File: src/include/edp_params.svh
`ifndef EDP_PARAMS_SVH
`define EDP_PARAMS_SVH

// Word geometry, PDP-10 bit numbering 0 (MSB) to 35
`define WORD_BITS 36
`define HALF_BITS 18

// Extra sign bits carried above AD bit 0
`define AD_EXT_BITS 2

// Accumulator fast memory, eight blocks of sixteen
`define FM_DEPTH 128
`define FM_ADDR_BITS 7

`endif

File: src/eboxPkg.sv
`default_nettype none
`include "edp_params.svh"

package eboxPkg;

  typedef struct packed {
    logic [0:`HALF_BITS-1] left;
    logic [0:`HALF_BITS-1] right;
  } halfWords;

  // AR and the fast memory are written by halves, the ALU sees whole words
  typedef union packed {
    logic [0:`WORD_BITS-1] full;
    halfWords              half;
  } pdp10Word;

  typedef enum logic [1:0] {adaAR, adaARX, adaMQ, adaPC} adaSelT;
  typedef enum logic [1:0] {adbFM, adbBRx2, adbBR, adbARx4} adbSelT;
  typedef enum logic [2:0] {
    adAdd, adSub, adAnd, adOr, adXor, adPassA, adPassB, adZero
  } adFuncT;

  // Code 3 reads EBUS on AR; ARX substitutes MQ there
  typedef enum logic [2:0] {
    arsZero, arsCache, arsAD, arsEbus, arsShift, arsADshl, arsADX, arsMQ
  } arSrc;

  typedef enum logic [1:0] {mqLoad, mqShl, mqShr, mqHold} mqFuncT;
  typedef enum logic [1:0] {mqmADXshr, mqmShift, mqmAD, mqmOnes} mqSrcT;
  typedef enum logic [2:0] {
    dgAR, dgBR, dgMQ, dgFM, dgBRX, dgARX, dgADX, dgAD
  } diagSelT;

  typedef struct packed {
    adaSelT                   adaSel;
    logic                     adaEnable;
    adbSelT                   adbSel;
    adFuncT                   adFunc;
    logic                     carryIn;
    logic                     longOp;
    arSrc                     arlSrc;
    arSrc                     arrSrc;
    logic                     arLoadL;
    logic                     arLoadR;
    logic                     arClearL;
    logic                     arClearR;
    arSrc                     arxlSrc;
    arSrc                     arxrSrc;
    logic                     arxLoad;
    mqFuncT                   mqFunc;
    mqSrcT                    mqSrc;
    logic                     brLoad;
    logic                     brxLoad;
    logic [0:5]               magic;
    logic [`FM_ADDR_BITS-1:0] fmAddr;
    logic                     fmWriteL;
    logic                     fmWriteR;
    diagSelT                  diagSel;
    logic                     diagRead;
    logic                     adToEbusL;
    logic                     adToEbusR;
  } microWord;

  typedef struct packed {
    logic [-`AD_EXT_BITS:`WORD_BITS-1] ad;
    logic [0:`WORD_BITS-1]             adx;
    logic                              carryOut;
    logic                              adxCarryOut;
    logic                              overflow;
  } adResult;

  typedef struct packed {
    pdp10Word ar;
    pdp10Word arx;
    pdp10Word br;
    pdp10Word brx;
    pdp10Word mq;
  } edpView;

  typedef struct packed {
    logic     driving;
    pdp10Word data;
  } ebusDrive;

endpackage

`default_nettype wire

File: src/fastMem.sv
`timescale 1ns/1ps
`default_nettype none
`include "edp_params.svh"

module fastMem import eboxPkg::*; (
  input  logic                     eboxClk,
  input  logic [`FM_ADDR_BITS-1:0] fmAddr,
  input  pdp10Word                 wrData,
  input  logic                     writeL,
  input  logic                     writeR,
  output pdp10Word                 rdData
);

  pdp10Word                 mem [`FM_DEPTH];
  logic [`FM_ADDR_BITS-1:0] rdAddr;

  // Halves write independently
  always_ff @(posedge eboxClk) begin
    if (writeL) begin
      mem[fmAddr].half.left <= wrData.half.left;
    end
    if (writeR) begin
      mem[fmAddr].half.right <= wrData.half.right;
    end
    rdAddr <= fmAddr;
  end

  // Read through the registered address
  assign rdData = mem[rdAddr];

  // A write needs a resolved address
  fmAddrKnown: assert property (@(posedge eboxClk)
    (writeL || writeR) |-> !$isunknown(fmAddr));

endmodule

`default_nettype wire

File: config.mk
export PLATFORM = sky130hd
export DESIGN_NAME = fastMem
export DESIGN_NICKNAME = d
export VERILOG_FILES = /design/src/eboxPkg.sv /design/src/fastMem.sv
export VERILOG_INCLUDE_DIRS = /design/src /design/src/include
export SDC_FILE = /design/constraint.sdc
export NUM_CORES = 2
export LEC_CHECK = 0
export BUFFER_PORTS_ARGS = -buffer_cell sky130_fd_sc_hd__buf_2
export CAP_MARGIN = 10
export CORE_UTILIZATION = 52
export CTS_CLUSTER_DIAMETER = 50
export CTS_CLUSTER_SIZE = 12
export DETAILED_ROUTE_END_ITERATION = 16
export PLACE_DENSITY = 0.75
export SLEW_MARGIN = 40
export SYNTH_ARGS = -nofsm -noshare
export SYNTH_HDL_FRONTEND = slang
export SYNTH_MEMORY_MAX_BITS = 65536
export SYNTH_SLANG_ARGS = --single-unit
File: constraint.sdc
create_clock -name eboxClk -period 3.4 [get_ports eboxClk]
set_input_delay 0.51 -clock eboxClk [delete_from_list [all_inputs] [get_ports eboxClk]]
set_output_delay 0.51 -clock eboxClk [all_outputs]
set_load 0.005 [all_outputs]
---- Yosys cells after proc, flatten, opt, wreduce, memory -nomap -nowiden ----
Memory sizes are Yosys's and may differ from the RTL's. A register that Yosys moved wholly into a read port is not among the register bits.
Index checks and enable logic that the tools add are counted.
operators by class
  muxes and demuxes ....................... 4
operators by type and width
  operator           number
  two-way mux 1 bit  4
storage, ports and cells
  register bits after elaboration ......... 0
  bits in writable memories ............... 4608
  bits of input ports ..................... 46
  output and inout bits ................... 36
  memories kept ........................... 1
memories
  name  depth  width  read ports  clocked after memory_dff  write ports  RTL line       text
  mem   128    36     1           1                         1            fastMem.sv:14  pdp10Word mem [`FM_DEPTH];

---- Logic depth before layout (Yosys ltp) ----
  word-level depth ........................ 2
  gate-level depth with buffers ........... 8

---- Least setup slack after synthesis ----
OpenSTA, ideal clock, no wires.
  path kind ............................... register to output
  start point ............................. register with a tool-made name
  end point ............................... output port rdData[0] (netlist name)
  arrival time ............................ 2936 ps
  setup slack ............................. -46 ps
  stages on the path, launching flop included .. 8
  path buffers ............................ 3
  cells stage by stage .................... dfxtp_1 buf_2 clkbuf_1 buf_1 mux4_2 mux4_2 mux4_2 mux2_2
RTL lines
  item       RTL line       text
  to (decl)  fastMem.sv:11  output pdp10Word rdData

==> out/qor.csv <==
metric,value,unit
nets,7845,
worst-endpoint-required,2890,ps
die_area,340000,µm²
worstSetupEndpointType,output port,
critical_path_arrival,4200,ps
track_usage,0.273,
routabilityCongestion,0.809,
drtAntennaViolNets,0,
core,336000,µm²
synth.ff_latch_count,4615,
clock.fmax,212,MHz
drv_slew,0,
area_delta_synth_final,15.4,%
antenna_found_initial,48,
totalWireLength,474000,µm
hold_path_class,input port to register,
start_util,0.522,
powerDensity,560,nW/µm²
whs_path_depth,1,
dp_worst_setup_slack,-570,ps
largest-register,mem,
mostFrequentLayoutCell,edfxtp_1,
utilization,0.603,
tightest_slew,944,ps
cts_root_buffer,clkbuf_16,
pin_count,82,
startpoint_type,register,
ir_drop,0.577,mV
portBuffers,81,
die_h,583,µm
synth_nets,6881,
num_rows,213,
syn_inst,6835,
post-dp-hpwl,254000,µm
holdPathEnd,mem[100][33],
synth.distinct_cells,14,
maxCapViolCount,0,
cp_cell_sequence,buf_12 > buf_16 > buf_16 > buf_4 > mux4_2 > mux4_2 > mux4_2 > mux2_4 > buf_6,
detail_route.wl_per_cell,38.2,µm
first_pass_iters,5,
setup_viol,36,
drive_gt1_frac,0.404,
clk_pin_slew,60,ps
drc,0,
largest_reg_flops,4608,
critical_path.max_stage_delay,580,ps
crit_family,multiplexers,
worstSetupPathType,register to output port,
reg_top3,mem (4608),
fin_hold_ws,90.7,ps
drtIter0Drc,13100,
violations,setup timing,
cts_buffers,440,
min_period,4710,ps
min_period_over_period,1.39,
avgSynthCellArea,25.7,µm²
yosysWarnings,0,
path_common_cell,mux4_2,
layout_setup_ws,-1310,ps
avgViaCountPerCell,6.77,
rsz0062_at_grt,yes,
grt_overflow,0,
slew_headroom,0.371,
tns,-45840,ps
p_leak,63.1,nW
grt_pass1_vias,85400,
syn_area,176000,µm²
num_vias,84100,
grt_max_degree,129,
cts_tree,built,
cts.sinks,4615,
hold_violations,0,
clock_path_buffers,4,
min-delay-start,wrData[33],
seq_area_frac_synth,0.788,
die_w,583,µm
crit_fanout,9,
grt_pass1_wl,648000,µm
p_total,114,mW
outcome,finished with violations,
crit_slowest_cell,mux4_2,
final_cell_mix,"edfxtp_1 (4,608), mux4_2 (1,512), buf_4 (571)",
htree_levels,5,
critical_path_buf_inv_count,5,
-- cells by family (layout without fill, tap and decap cells) --
| family | Yosys count | in the layout | share of synthesized area |
|---|---|---|---|
| simple gates | 299 | 299 | 0.00664 |
| mux | 1548 | 1548 | 0.196 |
| buf+inv | 373 | 1440 | 0.00878 |
| flops | 4615 | 4615 | 0.788 |
| other cells | 0 | 15 | 0 |
-- through the flow --
| step | instances | instance area [µm²] |
|---|---|---|
| global placement | 11800 | 188000 |
| global route | 12400 | 203000 |
| finish | 12400 | 203000 |
| detailed placement | 11800 | 188000 |
| CTS | 12400 | 201000 |
| floorplan | 6835 | 176000 |
-- metal layers --
| metal | vias up | share of wire | wire (µm) | global-route usage |
|---|---|---|---|---|
| met4 | 34 | 0.049 | 23400 | 0.115 |
| met5 | - | 0.00048 | 228 | 0 |
| met3 | 1221 | 0.12 | 56000 | 0.0583 |
| li1 | 31600 | - | - | - |
| met2 | 6709 | 0.50 | 239000 | 0.455 |
| met1 | 44500 | 0.33 | 156000 | 0.352 |
-- cells in the mapped netlist --
cell,n,share of area
edfxtp_1,4608,0.79
mux4_2,1512,0.19
nor2_1,259,0.0055
clkbuf_1,221,0.0047
buf_2,90,0.0026
buf_1,56,0.0012
mux2_2,36,0.0023
nand2_1,15,0.00032
nand3_1,14,0.00040
nor2b_1,8,0.00028
dfxtp_1,7,0.00080
buf_4,4,0.00017
nand4_1,3,0.00011
buf_6,2,0.00013
-- worst max path at each step --
stage,startpoint,end,depth (start not counted)
final,register,rdData[14],9
after detailed placement,register,rdData[16],7
after global routing,register,rdData[2],9
after global placement,register,rdData[16],7
after CTS,register,rdData[15],9
after floorplan,register,rdData[10],7
-- report_power, final --
| part | leakage, nW | switching, mW | internal (mW) |
|---|---|---|---|
| clock network | 5.82 | 19.9 | 23.9 |
| registers | 41.5 | 0.0970 | 62.8 |
| logic | 15.8 | 3.90 | 3.00 |
-- repair_timing --
item,CTS,global route
hold endpoints to repair,8,32
setup buffers,34,40
gates cloned,12,25
setup endpoints to repair,36,36
gates resized for setup,111,58
hold buffers,8,1
-- area by class of cell --
type / count / area, µm²
repair buffers: 895 / 10100
multi-input cells: 1847 / 36400
diodes: 15 / 37.5
flip-flops and latches: 4615 / 139000
clock buffers: 495 / 11400
fillers: 21700 / 134000
clock inverters: 50 / 458
well taps: 4515 / 5650
No activity file was read; power rests on OpenSTA's default activity.
