`src/include/edp_params.svh`:
```
`ifndef EDP_PARAMS_SVH
`define EDP_PARAMS_SVH

// Word geometry, PDP-10 bit numbering 0 (MSB) to 35
`define WORD_BITS 36
`define HALF_BITS 18

// Extra sign bits carried above AD bit 0
`define AD_EXT_BITS 2

// Accumulator fast memory, eight blocks of sixteen
`define FM_DEPTH 128
`define FM_ADDR_BITS 7

`endif

```
`src/eboxPkg.sv`:
```
`default_nettype none
`include "edp_params.svh"

package eboxPkg;

  typedef struct packed {
    logic [0:`HALF_BITS-1] left;
    logic [0:`HALF_BITS-1] right;
  } halfWords;

  // AR and the fast memory are written by halves, the ALU sees whole words
  typedef union packed {
    logic [0:`WORD_BITS-1] full;
    halfWords              half;
  } pdp10Word;

  typedef enum logic [1:0] {adaAR, adaARX, adaMQ, adaPC} adaSelT;
  typedef enum logic [1:0] {adbFM, adbBRx2, adbBR, adbARx4} adbSelT;
  typedef enum logic [2:0] {
    adAdd, adSub, adAnd, adOr, adXor, adPassA, adPassB, adZero
  } adFuncT;

  // Code 3 reads EBUS on AR; ARX substitutes MQ there
  typedef enum logic [2:0] {
    arsZero, arsCache, arsAD, arsEbus, arsShift, arsADshl, arsADX, arsMQ
  } arSrc;

  typedef enum logic [1:0] {mqLoad, mqShl, mqShr, mqHold} mqFuncT;
  typedef enum logic [1:0] {mqmADXshr, mqmShift, mqmAD, mqmOnes} mqSrcT;
  typedef enum logic [2:0] {
    dgAR, dgBR, dgMQ, dgFM, dgBRX, dgARX, dgADX, dgAD
  } diagSelT;

  typedef struct packed {
    adaSelT                   adaSel;
    logic                     adaEnable;
    adbSelT                   adbSel;
    adFuncT                   adFunc;
    logic                     carryIn;
    logic                     longOp;
    arSrc                     arlSrc;
    arSrc                     arrSrc;
    logic                     arLoadL;
    logic                     arLoadR;
    logic                     arClearL;
    logic                     arClearR;
    arSrc                     arxlSrc;
    arSrc                     arxrSrc;
    logic                     arxLoad;
    mqFuncT                   mqFunc;
    mqSrcT                    mqSrc;
    logic                     brLoad;
    logic                     brxLoad;
    logic [0:5]               magic;
    logic [`FM_ADDR_BITS-1:0] fmAddr;
    logic                     fmWriteL;
    logic                     fmWriteR;
    diagSelT                  diagSel;
    logic                     diagRead;
    logic                     adToEbusL;
    logic                     adToEbusR;
  } microWord;

  typedef struct packed {
    logic [-`AD_EXT_BITS:`WORD_BITS-1] ad;
    logic [0:`WORD_BITS-1]             adx;
    logic                              carryOut;
    logic                              adxCarryOut;
    logic                              overflow;
  } adResult;

  typedef struct packed {
    pdp10Word ar;
    pdp10Word arx;
    pdp10Word br;
    pdp10Word brx;
    pdp10Word mq;
  } edpView;

  typedef struct packed {
    logic     driving;
    pdp10Word data;
  } ebusDrive;

endpackage

`default_nettype wire

```
`src/ebusDriver.sv`:
```
`timescale 1ns/1ps
`default_nettype none
`include "edp_params.svh"

module ebusDriver import eboxPkg::*; (
  input  logic     eboxClk,
  input  logic     reset,
  input  microWord uword,
  input  edpView   regs,
  input  pdp10Word fmData,
  input  adResult  alu,
  output ebusDrive ebus
);

  logic     adToEbus;
  logic     enableL;
  logic     enableR;
  pdp10Word diagWord;
  ebusDrive nextDrive;

  assign adToEbus = uword.adToEbusL | uword.adToEbusR;
  assign enableL = uword.diagRead | uword.adToEbusL;
  assign enableR = uword.diagRead | uword.adToEbusR;

  // AD takes the bus over any diag select
  always_comb begin
    if (adToEbus) begin
      diagWord.full = alu.ad[0:`WORD_BITS-1];
    end else begin
      unique case (uword.diagSel)
        dgAR:  diagWord = regs.ar;
        dgBR:  diagWord = regs.br;
        dgMQ:  diagWord = regs.mq;
        dgFM:  diagWord = fmData;
        dgBRX: diagWord = regs.brx;
        dgARX: diagWord = regs.arx;
        dgADX: diagWord.full = alu.adx;
        dgAD:  diagWord.full = alu.ad[0:`WORD_BITS-1];
      endcase
    end
  end

  always_comb begin
    nextDrive.driving = enableL | enableR;
    nextDrive.data.half.left = enableL ? diagWord.half.left : '0;
    nextDrive.data.half.right = enableR ? diagWord.half.right : '0;
  end

  always_ff @(posedge eboxClk) begin
    if (reset) begin
      ebus <= '0;
    end else begin
      ebus <= nextDrive;
    end
  end

  // Idle bus must read as zero
  ebusQuiet: assert property (@(posedge eboxClk) disable iff (reset)
    !ebus.driving |-> ebus.data.full == '0);

endmodule

`default_nettype wire

```
`config.mk`:
```
export PLATFORM = sky130hd
export DESIGN_NAME = ebusDriver
export DESIGN_NICKNAME = d
export VERILOG_FILES = /design/src/eboxPkg.sv /design/src/ebusDriver.sv
export VERILOG_INCLUDE_DIRS = /design/src /design/src/include
export SDC_FILE = /design/constraint.sdc
export NUM_CORES = 1
export LEC_CHECK = 0
export BUFFER_PORTS_ARGS = -buffer_cell sky130_fd_sc_hd__clkbuf_2
export CAP_MARGIN = 0
export CORE_AREA = 2 2 150 152
export DETAILED_ROUTE_END_ITERATION = 8
export DIE_AREA = 0 0 152 154
export GPL_TIMING_DRIVEN = 1
export PLACE_DENSITY = 0.43
export SYNTH_ARGS = -nofsm -noshare
export SYNTH_HDL_FRONTEND = slang
export SYNTH_SLANG_ARGS = --single-unit
```
`constraint.sdc`:
```
create_clock -name eboxClk -period 1.5 [get_ports eboxClk]
set_input_delay 0.075 -clock eboxClk [delete_from_list [all_inputs] [get_ports eboxClk]]
set_output_delay 0.075 -clock eboxClk [all_outputs]
set_load 0.01 [all_outputs]
```
# Yosys cells after proc, flatten, opt, wreduce, memory -nomap -nowiden
# Index checks and enable logic that the tools add are counted.
[word_totals]
word_cells = 21
output_inout_bits = 37
in_bits = 349
register_bits = 37
[op_classes]
n_eq_ne = 7
bitwise_logic = 6
n_reduce_logical = 3
muxes = 2
[op_table]
columns = ["cell", "count"]
rows = [
  ["36-bit case mux with 8 select lines", 1],
  ["36-bit 2-to-1 mux", 1],
  ["3-bit == test (second input constant)", 4],
  ["3-bit by 2-bit == test with 1-bit output (second input constant)", 2],
  ["1-bit OR", 4],
  ["2-bit OR reduction", 2],
  ["3-bit by 1-bit == test with 1-bit output (second input constant)", 1],
  ["3-bit logical NOT", 1],
  ["1-bit NOT", 2],
]

# Logic depth before layout (Yosys ltp)
[logic_depth]
word_depth = 3
mapped_depth = 7
ltp_nobuf = 4

# Least setup slack after synthesis
# No wires, ideal clock.
[synth_path]
path_kind = "input to register"
start = "in uword[4] (netlist name)"
end = "reg ebus[26] (netlist name)"
arrival_ns = 1.245
required_ns = 1.383
slack_ns = 0.138
path_stages = 5
setup_ns = 0.117
n_path_buf = 2
path_cell_list = "clkbuf_2 buf_2 mux4_2 a22oi_1 nand2_1"
[synth_between]
elab_chain_len = 3
word_cells_on_any_way = 10
cone_classes = "eq/ne: 7; mux: 2; reduce/logical: 1"
[synth_lines]
columns = ["element", "line_no", "text"]
rows = [
  ["from (decl)", "ebusDriver.sv:8", "input microWord uword,"],
  ["3-bit == test, or another cell as far along", "ebusDriver.sv:30", "unique case (uword.diagSel)"],
  ["36-bit case mux with 8 select lines *", "ebusDriver.sv:30", ""],
  ["36-bit 2-to-1 mux *", "ebusDriver.sv:27", "if (adToEbus) begin"],
  ["to (signal assigned)", "ebusDriver.sv:53", "ebus <= nextDrive;"],
  ["to (decl)", "ebusDriver.sv:12", "output ebusDrive ebus"],
]
# Every way passes the cells marked *; elsewhere a longest branch is shown, timed or not.
# A chain may end at the register's enable or synchronous reset.

# Worst setup path in the final report
[layout_path]
start = "in alu[73] (netlist name)"
end = "reg ebus[34] (netlist name)"
[layout_between]
elab_chain_len = 2
[layout_lines]
columns = ["element", "line_no", "text"]
rows = [
  ["from (decl)", "ebusDriver.sv:11", "input adResult alu,"],
  ["36-bit case mux with 8 select lines", "ebusDriver.sv:30", ""],
  ["36-bit 2-to-1 mux *", "ebusDriver.sv:27", ""],
]
# Marks and branches as above.

==> impl_metrics.env <==
export IMPL_grt_pass1_vias=4252
export IMPL_htree_levels=2
export IMPL_netlist_area_mm2=0.00318
export IMPL_grt_max_degree=21
export IMPL_worstMarginPinSlew_ps=908
export IMPL_final_hold_viol_count=0
export IMPL_min_from="alu[62]"
export IMPL_core_area_mm2=0.0217
export IMPL_dr_total_vias=3919
export IMPL_crit_arrival_ps=1460
export IMPL_cts_buffers=5
export IMPL_min_period_over_period_pct=84.8
export IMPL_syn_to_final_growth_pct=82.8
export IMPL_worstPathMaxFanout=2
export IMPL_finalMaxSlewViolations=0
export IMPL_syn_nets=628
export IMPL_core_rowCount=54
export IMPL_synth_top_area_cell="mux4_2"
export IMPL_hp_class="in2reg"
export IMPL_routedWlPerCell_um=16.0
export IMPL_clkTransAtPathRegs_ps=60
export IMPL_drive_gt1_share_pct=67.1
export IMPL_dieArea_mm2=0.0234
export IMPL_wirelength_mm=14.9
export IMPL_setup_violations=0
export IMPL_placed_cells=893
export IMPL_diodes=0
export IMPL_dr_pass1_iters=4
export IMPL_root_buffer="clkbuf_16"
export IMPL_hpwl_mm=12.4
export IMPL_synth_top_area_share_pct=46.0
export IMPL_antenna_found_initial=1
export IMPL_clock_sinks=37
export IMPL_cts_tree="built"
export IMPL_synthTopCellsByArea="mux4_2 (46%), dfxtp_1 (23%), a22oi_1 (8.5%), nand2_1 (8.0%), mux2i_1 (1.9%)"
export IMPL_pin_count=386
export IMPL_yosysMostFrequentCell="nand2_1"
export IMPL_fin_area_mm2=0.00581
export IMPL_relSlewSlack_pct=39.4
export IMPL_max_freq_mhz=786
export IMPL_detail_route_vias_per_cell=4.22
export IMPL_cp_start_kind="input port"
export IMPL_place_area_mm2=0.00539
export IMPL_ir_worst_vdd_mv=0.332
export IMPL_cts_buffer_depth=2
export IMPL_largest_reg_flops=37
export IMPL_crit_required_ps=1680
export IMPL_die_w_um=152
export IMPL_drc=0
export IMPL_synth_seq_cells=37
export IMPL_synthCells=279
export IMPL_rsz0062_at_grt="false"
export IMPL_synth_edff_count=0
export IMPL_ant_nets=0
export IMPL_yosysSeqAreaShare_pct=23.3
export IMPL_fin_cells=928
export IMPL_layout_nets=997
export IMPL_power_density_mw_per_mm2=588
export IMPL_grt_first_pass_wirelength_mm=22.7
export IMPL_leakagePower_nw=2.86
export IMPL_synthFlopType="dfxtp_1"
export IMPL_drt_iter0_drc=171
export IMPL_fin_hold_ws_ps=19.5
export IMPL_status="finished, final reports clean"
export IMPL_reg_top3="ebus (37)"
export IMPL_synthArstFlopShare_pct=0
export IMPL_worstSetupPathType="in2reg"
export IMPL_syn_avg_cell_area_um2=11.4
export IMPL_cts_resized=0
export IMPL_final_min_clock_period_ps=1270
export IMPL_chipHeight_um=154
export IMPL_numPortBuffers=332
export IMPL_largest_register="ebus"
export IMPL_grt_total_usage_pct=12.3
export IMPL_gr_total_overflow=0
export IMPL_start_util_pct=14.7
export IMPL_min_to="ebus[23]"
export IMPL_synth_commonest_cells="nand2_1 (68), mux4_2 (65), dfxtp_1 (37)"
export IMPL_synth_cell_types=26
export IMPL_ys_warnings_count=0
export IMPL_maxCapViolations=0
export IMPL_fill_cells=2346
export IMPL_gp_congestion=0.767
export IMPL_whs_path_depth=3
export IMPL_end_kind="register"
==> repair_timing <==
action                                  in CTS  in global routing
endpoints found under the setup margin       0                  0
endpoints found under the hold margin       28                  0
setup buffers                                0                  0
hold buffers                                28                  0
==> worst max-delay path, cell delays in order <==
cell	delay [ps]
dlygate4sd3_1	530
clkbuf_2	110
mux4_2	460
a22oi_1	210
nand2_1	70
==> where the power goes <==
| group | internal (mW) | leakage, nW | switching [mW] |
|---|---|---|---|
| Clock | 0.655 | 0.0700 | 0.461 |
| Combinational | 0.758 | 2.49 | 0.473 |
| Sequential | 1.05 | 0.306 | 0.0175 |
| Total | 2.46 | 2.86 | 0.952 |
==> through the flow <==
stage	util, %	setup WS [ps]	power, mW	setup TNS (ps)
after floorplan	-	138	1.65	0
after global placement	24.9	-6.75	2.27	-9.25
after detailed placement	24.9	-11.5	2.28	-11.5
after CTS	26.8	235	3.51	0
after global routing	26.8	158	3.65	0
final	26.8	227	3.42	0
==> worst max-delay path by stage <==
| stage | start | end | slack [ps] | depth (start not counted) |
|---|---|---|---|---|
| 4_1_cts | alu[73] | ebus[34] | 230 | 5 |
| 5_1_grt | alu[74] | ebus[35] | 160 | 5 |
| 3_5_place_dp | uword[4] | ebus[33] | -10 | 5 |
| 6_report | alu[73] | ebus[34] | 230 | 5 |
| 3_3_place_gp | uword[4] | ebus[22] | -7 | 5 |
| 2_1_floorplan | uword[4] | ebus[26] | 140 | 5 |
==> cell families (layout without fill, tap and decap cells) <==
group                  count (synthesis)  count (layout)  synth area share [%]
flip-flops                            37              37                  23.3
AND/OR/NAND/NOR                       85              85                  11.0
multiplexers                          71              71                  47.9
buffers and inverters                 28             397                  5.39
AO/OA/AOI/OAI                         58              58                  12.4
==> routing by layer <==
layer / track usage [%] / vias to the layer above / part of all wire (%)
met5: 0 / - / 0.088
met4: 3.56 / 2 / 1.9
met3: 3.58 / 19 / 7.2
met2: 22.2 / 190 / 51
met1: 14.2 / 1848 / 40
li1: - / 1860 / -
==> layout by cell type, fill, tap and decap left out, types with 2 or more instances in the layout <==
| master | synthesis | routed |
|---|---|---|
| a21oi_1 | 3 | 3 |
| o21ai_0 | 12 | 12 |
| inv_1 | 2 | 2 |
| clkbuf_2 | 1 | 330 |
| or3_1 | 2 | 2 |
| mux2i_1 | 6 | 6 |
| dfxtp_1 | 37 | 37 |
| nand2_1 | 68 | 68 |
| nor2_1 | 7 | 6 |
| mux4_2 | 65 | 65 |
| buf_12 | 0 | 11 |
| clkbuf_16 | 0 | 5 |
| o21ai_1 | 4 | 4 |
| buf_4 | 7 | 18 |
| dlygate4sd3_1 | 0 | 28 |
| nor2_4 | 0 | 2 |
| a22oi_1 | 36 | 36 |
==> cell type report <==
cell class	count	area (um2)	share of cell area, %
sequential	37	741	12.7
timing repair buffer	388	2290	39.4
inverter	2	7.51	0.129
tap	280	350	6.03
clock buffer	7	143	2.45
multi-input combinational	214	2280	39.2
No activity file was read; power rests on OpenSTA's default activity.
