==> src/include/edp_params.svh <==
`ifndef EDP_PARAMS_SVH
`define EDP_PARAMS_SVH

// Word geometry, PDP-10 bit numbering 0 (MSB) to 35
`define WORD_BITS 36
`define HALF_BITS 18

// Extra sign bits carried above AD bit 0
`define AD_EXT_BITS 2

// Accumulator fast memory, eight blocks of sixteen
`define FM_DEPTH 128
`define FM_ADDR_BITS 7

`endif

==> src/eboxPkg.sv <==
`default_nettype none
`include "edp_params.svh"

package eboxPkg;

  typedef struct packed {
    logic [0:`HALF_BITS-1] left;
    logic [0:`HALF_BITS-1] right;
  } halfWords;

  // AR and the fast memory are written by halves, the ALU sees whole words
  typedef union packed {
    logic [0:`WORD_BITS-1] full;
    halfWords              half;
  } pdp10Word;

  typedef enum logic [1:0] {adaAR, adaARX, adaMQ, adaPC} adaSelT;
  typedef enum logic [1:0] {adbFM, adbBRx2, adbBR, adbARx4} adbSelT;
  typedef enum logic [2:0] {
    adAdd, adSub, adAnd, adOr, adXor, adPassA, adPassB, adZero
  } adFuncT;

  // Code 3 reads EBUS on AR; ARX substitutes MQ there
  typedef enum logic [2:0] {
    arsZero, arsCache, arsAD, arsEbus, arsShift, arsADshl, arsADX, arsMQ
  } arSrc;

  typedef enum logic [1:0] {mqLoad, mqShl, mqShr, mqHold} mqFuncT;
  typedef enum logic [1:0] {mqmADXshr, mqmShift, mqmAD, mqmOnes} mqSrcT;
  typedef enum logic [2:0] {
    dgAR, dgBR, dgMQ, dgFM, dgBRX, dgARX, dgADX, dgAD
  } diagSelT;

  typedef struct packed {
    adaSelT                   adaSel;
    logic                     adaEnable;
    adbSelT                   adbSel;
    adFuncT                   adFunc;
    logic                     carryIn;
    logic                     longOp;
    arSrc                     arlSrc;
    arSrc                     arrSrc;
    logic                     arLoadL;
    logic                     arLoadR;
    logic                     arClearL;
    logic                     arClearR;
    arSrc                     arxlSrc;
    arSrc                     arxrSrc;
    logic                     arxLoad;
    mqFuncT                   mqFunc;
    mqSrcT                    mqSrc;
    logic                     brLoad;
    logic                     brxLoad;
    logic [0:5]               magic;
    logic [`FM_ADDR_BITS-1:0] fmAddr;
    logic                     fmWriteL;
    logic                     fmWriteR;
    diagSelT                  diagSel;
    logic                     diagRead;
    logic                     adToEbusL;
    logic                     adToEbusR;
  } microWord;

  typedef struct packed {
    logic [-`AD_EXT_BITS:`WORD_BITS-1] ad;
    logic [0:`WORD_BITS-1]             adx;
    logic                              carryOut;
    logic                              adxCarryOut;
    logic                              overflow;
  } adResult;

  typedef struct packed {
    pdp10Word ar;
    pdp10Word arx;
    pdp10Word br;
    pdp10Word brx;
    pdp10Word mq;
  } edpView;

  typedef struct packed {
    logic     driving;
    pdp10Word data;
  } ebusDrive;

endpackage

`default_nettype wire

==> src/edpRegisters.sv <==
`timescale 1ns/1ps
`default_nettype none
`include "edp_params.svh"

module edpRegisters import eboxPkg::*; (
  input  logic     eboxClk,
  input  logic     reset,
  input  microWord uword,
  input  adResult  alu,
  input  pdp10Word cacheData,
  input  pdp10Word shiftData,
  input  pdp10Word ebusIn,
  output edpView   regs
);

  pdp10Word ar;
  pdp10Word arx;
  pdp10Word br;
  pdp10Word brx;
  pdp10Word mq;
  pdp10Word adWord;
  pdp10Word adShl;
  pdp10Word arlWord;
  pdp10Word arrWord;
  pdp10Word arxlWord;
  pdp10Word arxrWord;
  pdp10Word mqmWord;

  assign adWord.full = alu.ad[0:`WORD_BITS-1];

  // AD times two, ADX bit 0 shifts in
  assign adShl.full = {alu.ad[1:`WORD_BITS-1], alu.adx[0]};

  // Common source decode for the AR and ARX halves
  function automatic pdp10Word pickSource(arSrc sel, logic arxPath);
    pdp10Word w;
    unique case (sel)
      arsZero:  w = '0;
      arsCache: w = cacheData;
      arsAD:    w = adWord;
      arsEbus:  w = arxPath ? mq : ebusIn;
      arsShift: w = shiftData;
      arsADshl: w = adShl;
      arsADX:   w.full = alu.adx;
      arsMQ:    w = mq;
    endcase
    return w;
  endfunction

  always_comb begin
    arlWord = pickSource(uword.arlSrc, 1'b0);
    arrWord = pickSource(uword.arrSrc, 1'b0);
    arxlWord = pickSource(uword.arxlSrc, 1'b1);
    arxrWord = pickSource(uword.arxrSrc, 1'b1);
  end

  // MQM mux
  always_comb begin
    unique case (uword.mqSrc)
      mqmADXshr: mqmWord.full = {alu.adx[`WORD_BITS-2:`WORD_BITS-1],
                                 mq.full[0:`WORD_BITS-3]};
      mqmShift:  mqmWord = shiftData;
      mqmAD:     mqmWord = adWord;
      mqmOnes:   mqmWord.full = '1;
    endcase
  end

  // AR halves, a clear wins over a load
  always_ff @(posedge eboxClk) begin
    if (reset) begin
      ar <= '0;
    end else begin
      if (uword.arClearL) begin
        ar.half.left <= '0;
      end else if (uword.arLoadL) begin
        ar.half.left <= arlWord.half.left;
      end
      if (uword.arClearR) begin
        ar.half.right <= '0;
      end else if (uword.arLoadR) begin
        ar.half.right <= arrWord.half.right;
      end
    end
  end

  always_ff @(posedge eboxClk) begin
    if (reset) begin
      arx <= '0;
      br <= '0;
      brx <= '0;
    end else begin
      if (uword.arxLoad) begin
        arx.half.left <= arxlWord.half.left;
        arx.half.right <= arxrWord.half.right;
      end
      if (uword.brLoad) begin
        br <= ar;
      end
      if (uword.brxLoad) begin
        brx <= arx;
      end
    end
  end

  // MQ universal shift register
  always_ff @(posedge eboxClk) begin
    if (reset) begin
      mq <= '0;
    end else begin
      unique case (uword.mqFunc)
        mqLoad: mq <= mqmWord;
        mqShl:  mq.full <= {mq.full[1:`WORD_BITS-1], alu.carryOut};
        mqShr:  mq.full <= {mq.full[0], mq.full[0:`WORD_BITS-2]};
        mqHold: mq <= mq;
      endcase
    end
  end

  assign regs = '{ar: ar, arx: arx, br: br, brx: brx, mq: mq};

  // Loads only from a defined selector
  arlSrcKnown: assert property (@(posedge eboxClk) disable iff (reset)
    (uword.arLoadL && !uword.arClearL) |-> !$isunknown(uword.arlSrc));
  arrSrcKnown: assert property (@(posedge eboxClk) disable iff (reset)
    (uword.arLoadR && !uword.arClearR) |-> !$isunknown(uword.arrSrc));
  arxSrcKnown: assert property (@(posedge eboxClk) disable iff (reset)
    uword.arxLoad |-> !$isunknown({uword.arxlSrc, uword.arxrSrc}));

endmodule

`default_nettype wire

==> config.mk <==
export PLATFORM = sky130hd
export DESIGN_NAME = edpRegisters
export DESIGN_NICKNAME = d
export VERILOG_FILES = /design/src/eboxPkg.sv /design/src/edpRegisters.sv
export VERILOG_INCLUDE_DIRS = /design/src /design/src/include
export SDC_FILE = /design/constraint.sdc
export NUM_CORES = 1
export LEC_CHECK = 0
export ABC_CLOCK_PERIOD_IN_PS = 2600
export BUFFER_PORTS_ARGS = -buffer_cell sky130_fd_sc_hd__buf_4
export CORE_AREA = 2 2 165 167
export DETAILED_ROUTE_END_ITERATION = 10
export DIE_AREA = 0 0 167 169
export GPL_TIMING_DRIVEN = 1
export PLACE_DENSITY = 0.69
export SETUP_SLACK_MARGIN = 0.5
export SKIP_LAST_GASP = 1
export SYNTH_ARGS = -nofsm -noshare
export SYNTH_HDL_FRONTEND = slang
export SYNTH_SLANG_ARGS = --single-unit
==> constraint.sdc <==
create_clock -name eboxClk -period 2.6 [get_ports eboxClk]
set_input_delay 0.26 -clock eboxClk [delete_from_list [all_inputs] [get_ports eboxClk]]
set_output_delay 0.26 -clock eboxClk [all_outputs]
set_load 0.02 [all_outputs]
* Word-level counts from Yosys, hierarchy flattened *
Index checks and enable logic that the tools add are counted.

word-level totals
  bits of input ports = 241
  flip-flop bits (word level) = 180
  logic and storage cells = 60
  output and inout port bits = 180

operators by class
  multiplexer cells = 6
  bitwise gates (word level) = 2
  reductions and logical operators = 11
  equality and inequality tests = 34

operator list
  operator                                       number
  case mux 36 bit (8 select lines)               1
  case mux 36 bit (7 select lines)               1
  case mux 18 bit (8 select lines)               1
  case mux 36 bit (4 select lines)               1
  case mux 18 bit (7 select lines)               1
  case mux 36 bit (3 select lines)               1
  == test 3 bit, second input constant           16
  == test 3 x 2 -> 1 bit, second input constant  8
  == test 3 x 1 -> 1 bit, second input constant  4
  zero test 3 bit                                4
  == test 2 bit, second input constant           4
  OR reduction 2 bit                             4
  == test 2 x 1 -> 1 bit, second input constant  2
  zero test 2 bit                                2
  inverter 1 bit                                 2
  AND reduction 2 bit                            1

* Logic depth before layout (Yosys ltp) *
  depth after elaboration = 3
  depth in mapped cells = 7
  gate-level depth less buffers = 5

* Worst setup path before layout *
OpenSTA, ideal clock, no wires.

  kind = in2reg
  start point = input port uword[25] in the netlist's numbering
  end point = register mq[22] in the netlist's numbering
  stages on the path = 7
  path slack = 1027 ps
  path buffers = 3
  library setup time = 140 ps
  required time = 2460 ps
  arrival = 1433 ps
  path through = ha_1 > buf_4 > or2_1 > buf_4 > buf_4 > a221oi_1 > a2111oi_2

on the way
  word-level cells in the longest chain between the ends = 2
  elaborated cells between the ends (all ways) = 5
  classes of those cells = eq/ne: 3; mux: 1; reduce/logical: 1

ends and longest elaborated chain
  item                                         line                 text
  from (decl)                                  edpRegisters.sv:8    input microWord uword,
  == test 2 bit, or another cell as far along  edpRegisters.sv:110  unique case (uword.mqFunc)
  case mux 36 bit (3 select lines)             edpRegisters.sv:110
  to (signal assigned)                         edpRegisters.sv:111  mqLoad: mq <= mqmWord;
  to (signal assigned)                         edpRegisters.sv:114  mqHold: mq <= mq;
  to (decl)                                    edpRegisters.sv:20   pdp10Word mq;

Parallel ways exist; a longest one is shown, timed or not.
A chain may end at the register's enable or synchronous reset.

* Worst setup path after layout *
  start point = input port uword[33] in the netlist's numbering
  end point = register arx[20] in the netlist's numbering

on the way
  word-level cells in the longest chain between the ends = 3
  elaborated cells between the ends (all ways) = 10
  classes of those cells = eq/ne: 7; mux: 1; reduce/logical: 2

ends and longest elaborated chain
  item                                                            line                text
  == test 3 bit / == test 3 x 2 -> 1 bit (equally long branches)  edpRegisters.sv:37  unique case (sel)
  OR reduction 2 bit (no line)                                    n/a
  case mux 36 bit (7 select lines) (*)                            edpRegisters.sv:37
  to (decl)                                                       edpRegisters.sv:17  pdp10Word arx;

Mark *: on every way between the ends. The rest lies on a longest branch, timed or not.

==> reports/metrics.yaml <==
outcome: "finished clean"
fin_hold_ws_ns: 0.130
vdd_ir_drop_max_mv: 0.424
ctsHtreeMaxLevel: 4
arrival_ns: 2.10
drtIter0Drc: 1553
final_cell_mix: "buf_4 (408), dfxtp_1 (180), mux2i_1 (120), nand2_1 (95), nor2_1 (93)"
viasPerCell: 6.41
dpl.hpwl_um: 37700
num_vias: 12000
use_met3: 0.0872
layout_commonest_cell: "buf_4"
p_leak_nw: 6.21
grt_util_met1: 0.487
busiest_layer: "met1"
die_area_sq_um: 28200
criticalPathCategory: "in -> reg"
startpoint: "uword[33]"
yosys.area.top_type: "dfxtp_1"
ys_top_cells_by_area: "dfxtp_1 (32%), mux2i_1 (11%), a221oi_1 (5.2%), mux2_2 (4.7%), mux4_2 (4.0%)"
grt_pass1_vias: 11100
end_kind: "register"
hold_path.class: "in -> reg"
clock-sinks: 180
slew_viol_final: 0
finClkSkew_ns: 0.0121
clockBufferDepth: 2
grt_start_max_net_pins: 52
synth-seq-cells: 180
ys_seq_area_frac: 0.323
fin_util: 0.552
die_w_um: 167
cellPowerDensity_nw_per_um2: 544
startpoint_type: "input pin"
synthFlopType: "dfxtp_1"
post_cts_resized: 0
gr-total-overflow: 0
setup_tns_ns: 0
cts_tree: "done"
initial_utilization: 0.421
final-setup-viol-count: 0
hold_start: "alu[5]"
syn_to_final_growth_pct: 31.0
portBuffers: 385
routed_wirelength_um: 49700
syn_inst: 1221
first_pass_iters: 6
cts_buffers: 17
routedWlPerCell_um: 26.5
period_minus_slack_ns: 1.75
synth_cell_types: 57
total_power_mw: 7.96
fillers: 2445
fin_nets: 1761
rsz0062_at_grt: "no"
ys_async_sr_fraction: 0
worstReg2RegStart: "mq[7]$_SDFFE_PP0N_"
clock_latency_ns: 0.44
place.gp.congestion: 1.02
antenna_found_initial: 2
post-cts-setup-buffers: 0
avgSynthCellArea_sq_um: 9.14
clkTransAtPathRegs_ns: 0.09
syn_area_sq_um: 11200
multi_input_area_sq_um: 6840
tightest_slew_ns: 1.19
critPathMaxFanout: 19
synth_edf_count: 0
max_clock_freq_mhz: 573
drive_gt1_frac: 0.343
met2_usage: 0.483
hold_viol_final: 0
cts_hold_buf: 0
grt_pass1_wl_um: 73000
ioPinCount: 421
route.detailed.drc: 0
drtAntennaViolNets: 0
syn_nets: 1465
grt_usage: 0.337
root_buffer: "clkbuf_16"
netlist.area_leader.share: 0.323
max_cap_violations: 0
die_h_um: 169
required_ns: 2.96
rows: 60
regArea_sq_um: 3600
core-area_sq_um: 26500
slew_headroom: 0.207
yosysWarnings: 0
fin_crit_sh: 0.672
==> layout make-up <==
type                       instances  share of cell area
tap                              341              0.0292
clock buffer                      17              0.0291
inverter                           7             0.00180
timing repair buffer             410               0.212
antenna                            2            0.000342
multi-input combinational        901               0.467
sequential                       180               0.246
clock inverter                    15              0.0135
==> registers in the layout, indices dropped and copies added, names as in the netlist <==
name  count
arx      36
br       36
mq       36
ar       36
brx      36
==> where the power goes <==
group          internal [mW]  switching (mW)
Combinational          0.909            1.16
Clock                   1.33            1.40
Sequential              2.91           0.253
Total                   5.15            2.81
==> stage by stage <==
| stage | instance area (sq um) | cells | worst slack, ns |
|---|---|---|---|
| after floorplan | 11200 | 1221 | 1.03 |
| after global placement | 14000 | 1839 | 0.572 |
| after detailed placement | 14000 | 1839 | 0.507 |
| after CTS | 14600 | 1871 | 0.973 |
| after global routing | 14600 | 1873 | 0.697 |
| final | 14600 | 1873 | 0.854 |
==> cell usage after synthesis, types with 8 or more instances <==
cell type,instances
nand3b_1,10
mux2_1,14
buf_1,9
clkbuf_1,43
mux2i_1,120
nor2_1,93
o21ai_0,56
a221oi_1,66
a2111oi_0,16
a2111oi_1,17
buf_6,8
nor2b_1,68
o22ai_1,47
a311oi_1,10
a22oi_1,16
a222oi_1,17
o31ai_1,20
o211ai_1,20
dfxtp_1,180
a22o_1,12
a221o_1,20
buf_4,14
a31oi_1,9
mux2_2,47
nand2_1,95
a21oi_1,40
buf_2,57
mux4_2,20
==> routing by layer <==
layer	vias up	wire length, um
met2	764	21300
li1	5325	-
met4	0	1560
met1	5810	21300
met5	-	0
met3	101	5540
==> cells by family (layout without fill, tap and decap cells) <==
group / count (synthesis) / after routing / share of synthesized area
compound gates: 395 / 395 / 0.267
flops: 180 / 180 / 0.323
simple gates: 302 / 302 / 0.132
mux: 201 / 201 / 0.210
fa+ha+maj: 3 / 3 / 0.00336
buf+inv: 140 / 449 / 0.0647
other cells: 0 / 2 / 0
==> critical path, stage by stage <==
cell,delay (ns)
buf_4,0.23
nor2b_1,0.96
a221oi_1,0.21
a21o_1,0.29
a31oi_1,0.14
==> final timing paths <==
check | endpoint | slack [ns] | cells past startpoint
hold reg to reg | ar[30]$_SDFFE_PP0P_ | 0.49 | 2
setup / recovery | arx[20]$_SDFFE_PP0P_ | 0.85 | 5
hold / removal | arx[2]$_SDFFE_PP0P_ | 0.13 | 3
setup reg to reg | mq[5]$_SDFFE_PP0N_ | 1.21 | 3
Power figures use the tool's default switching activity.
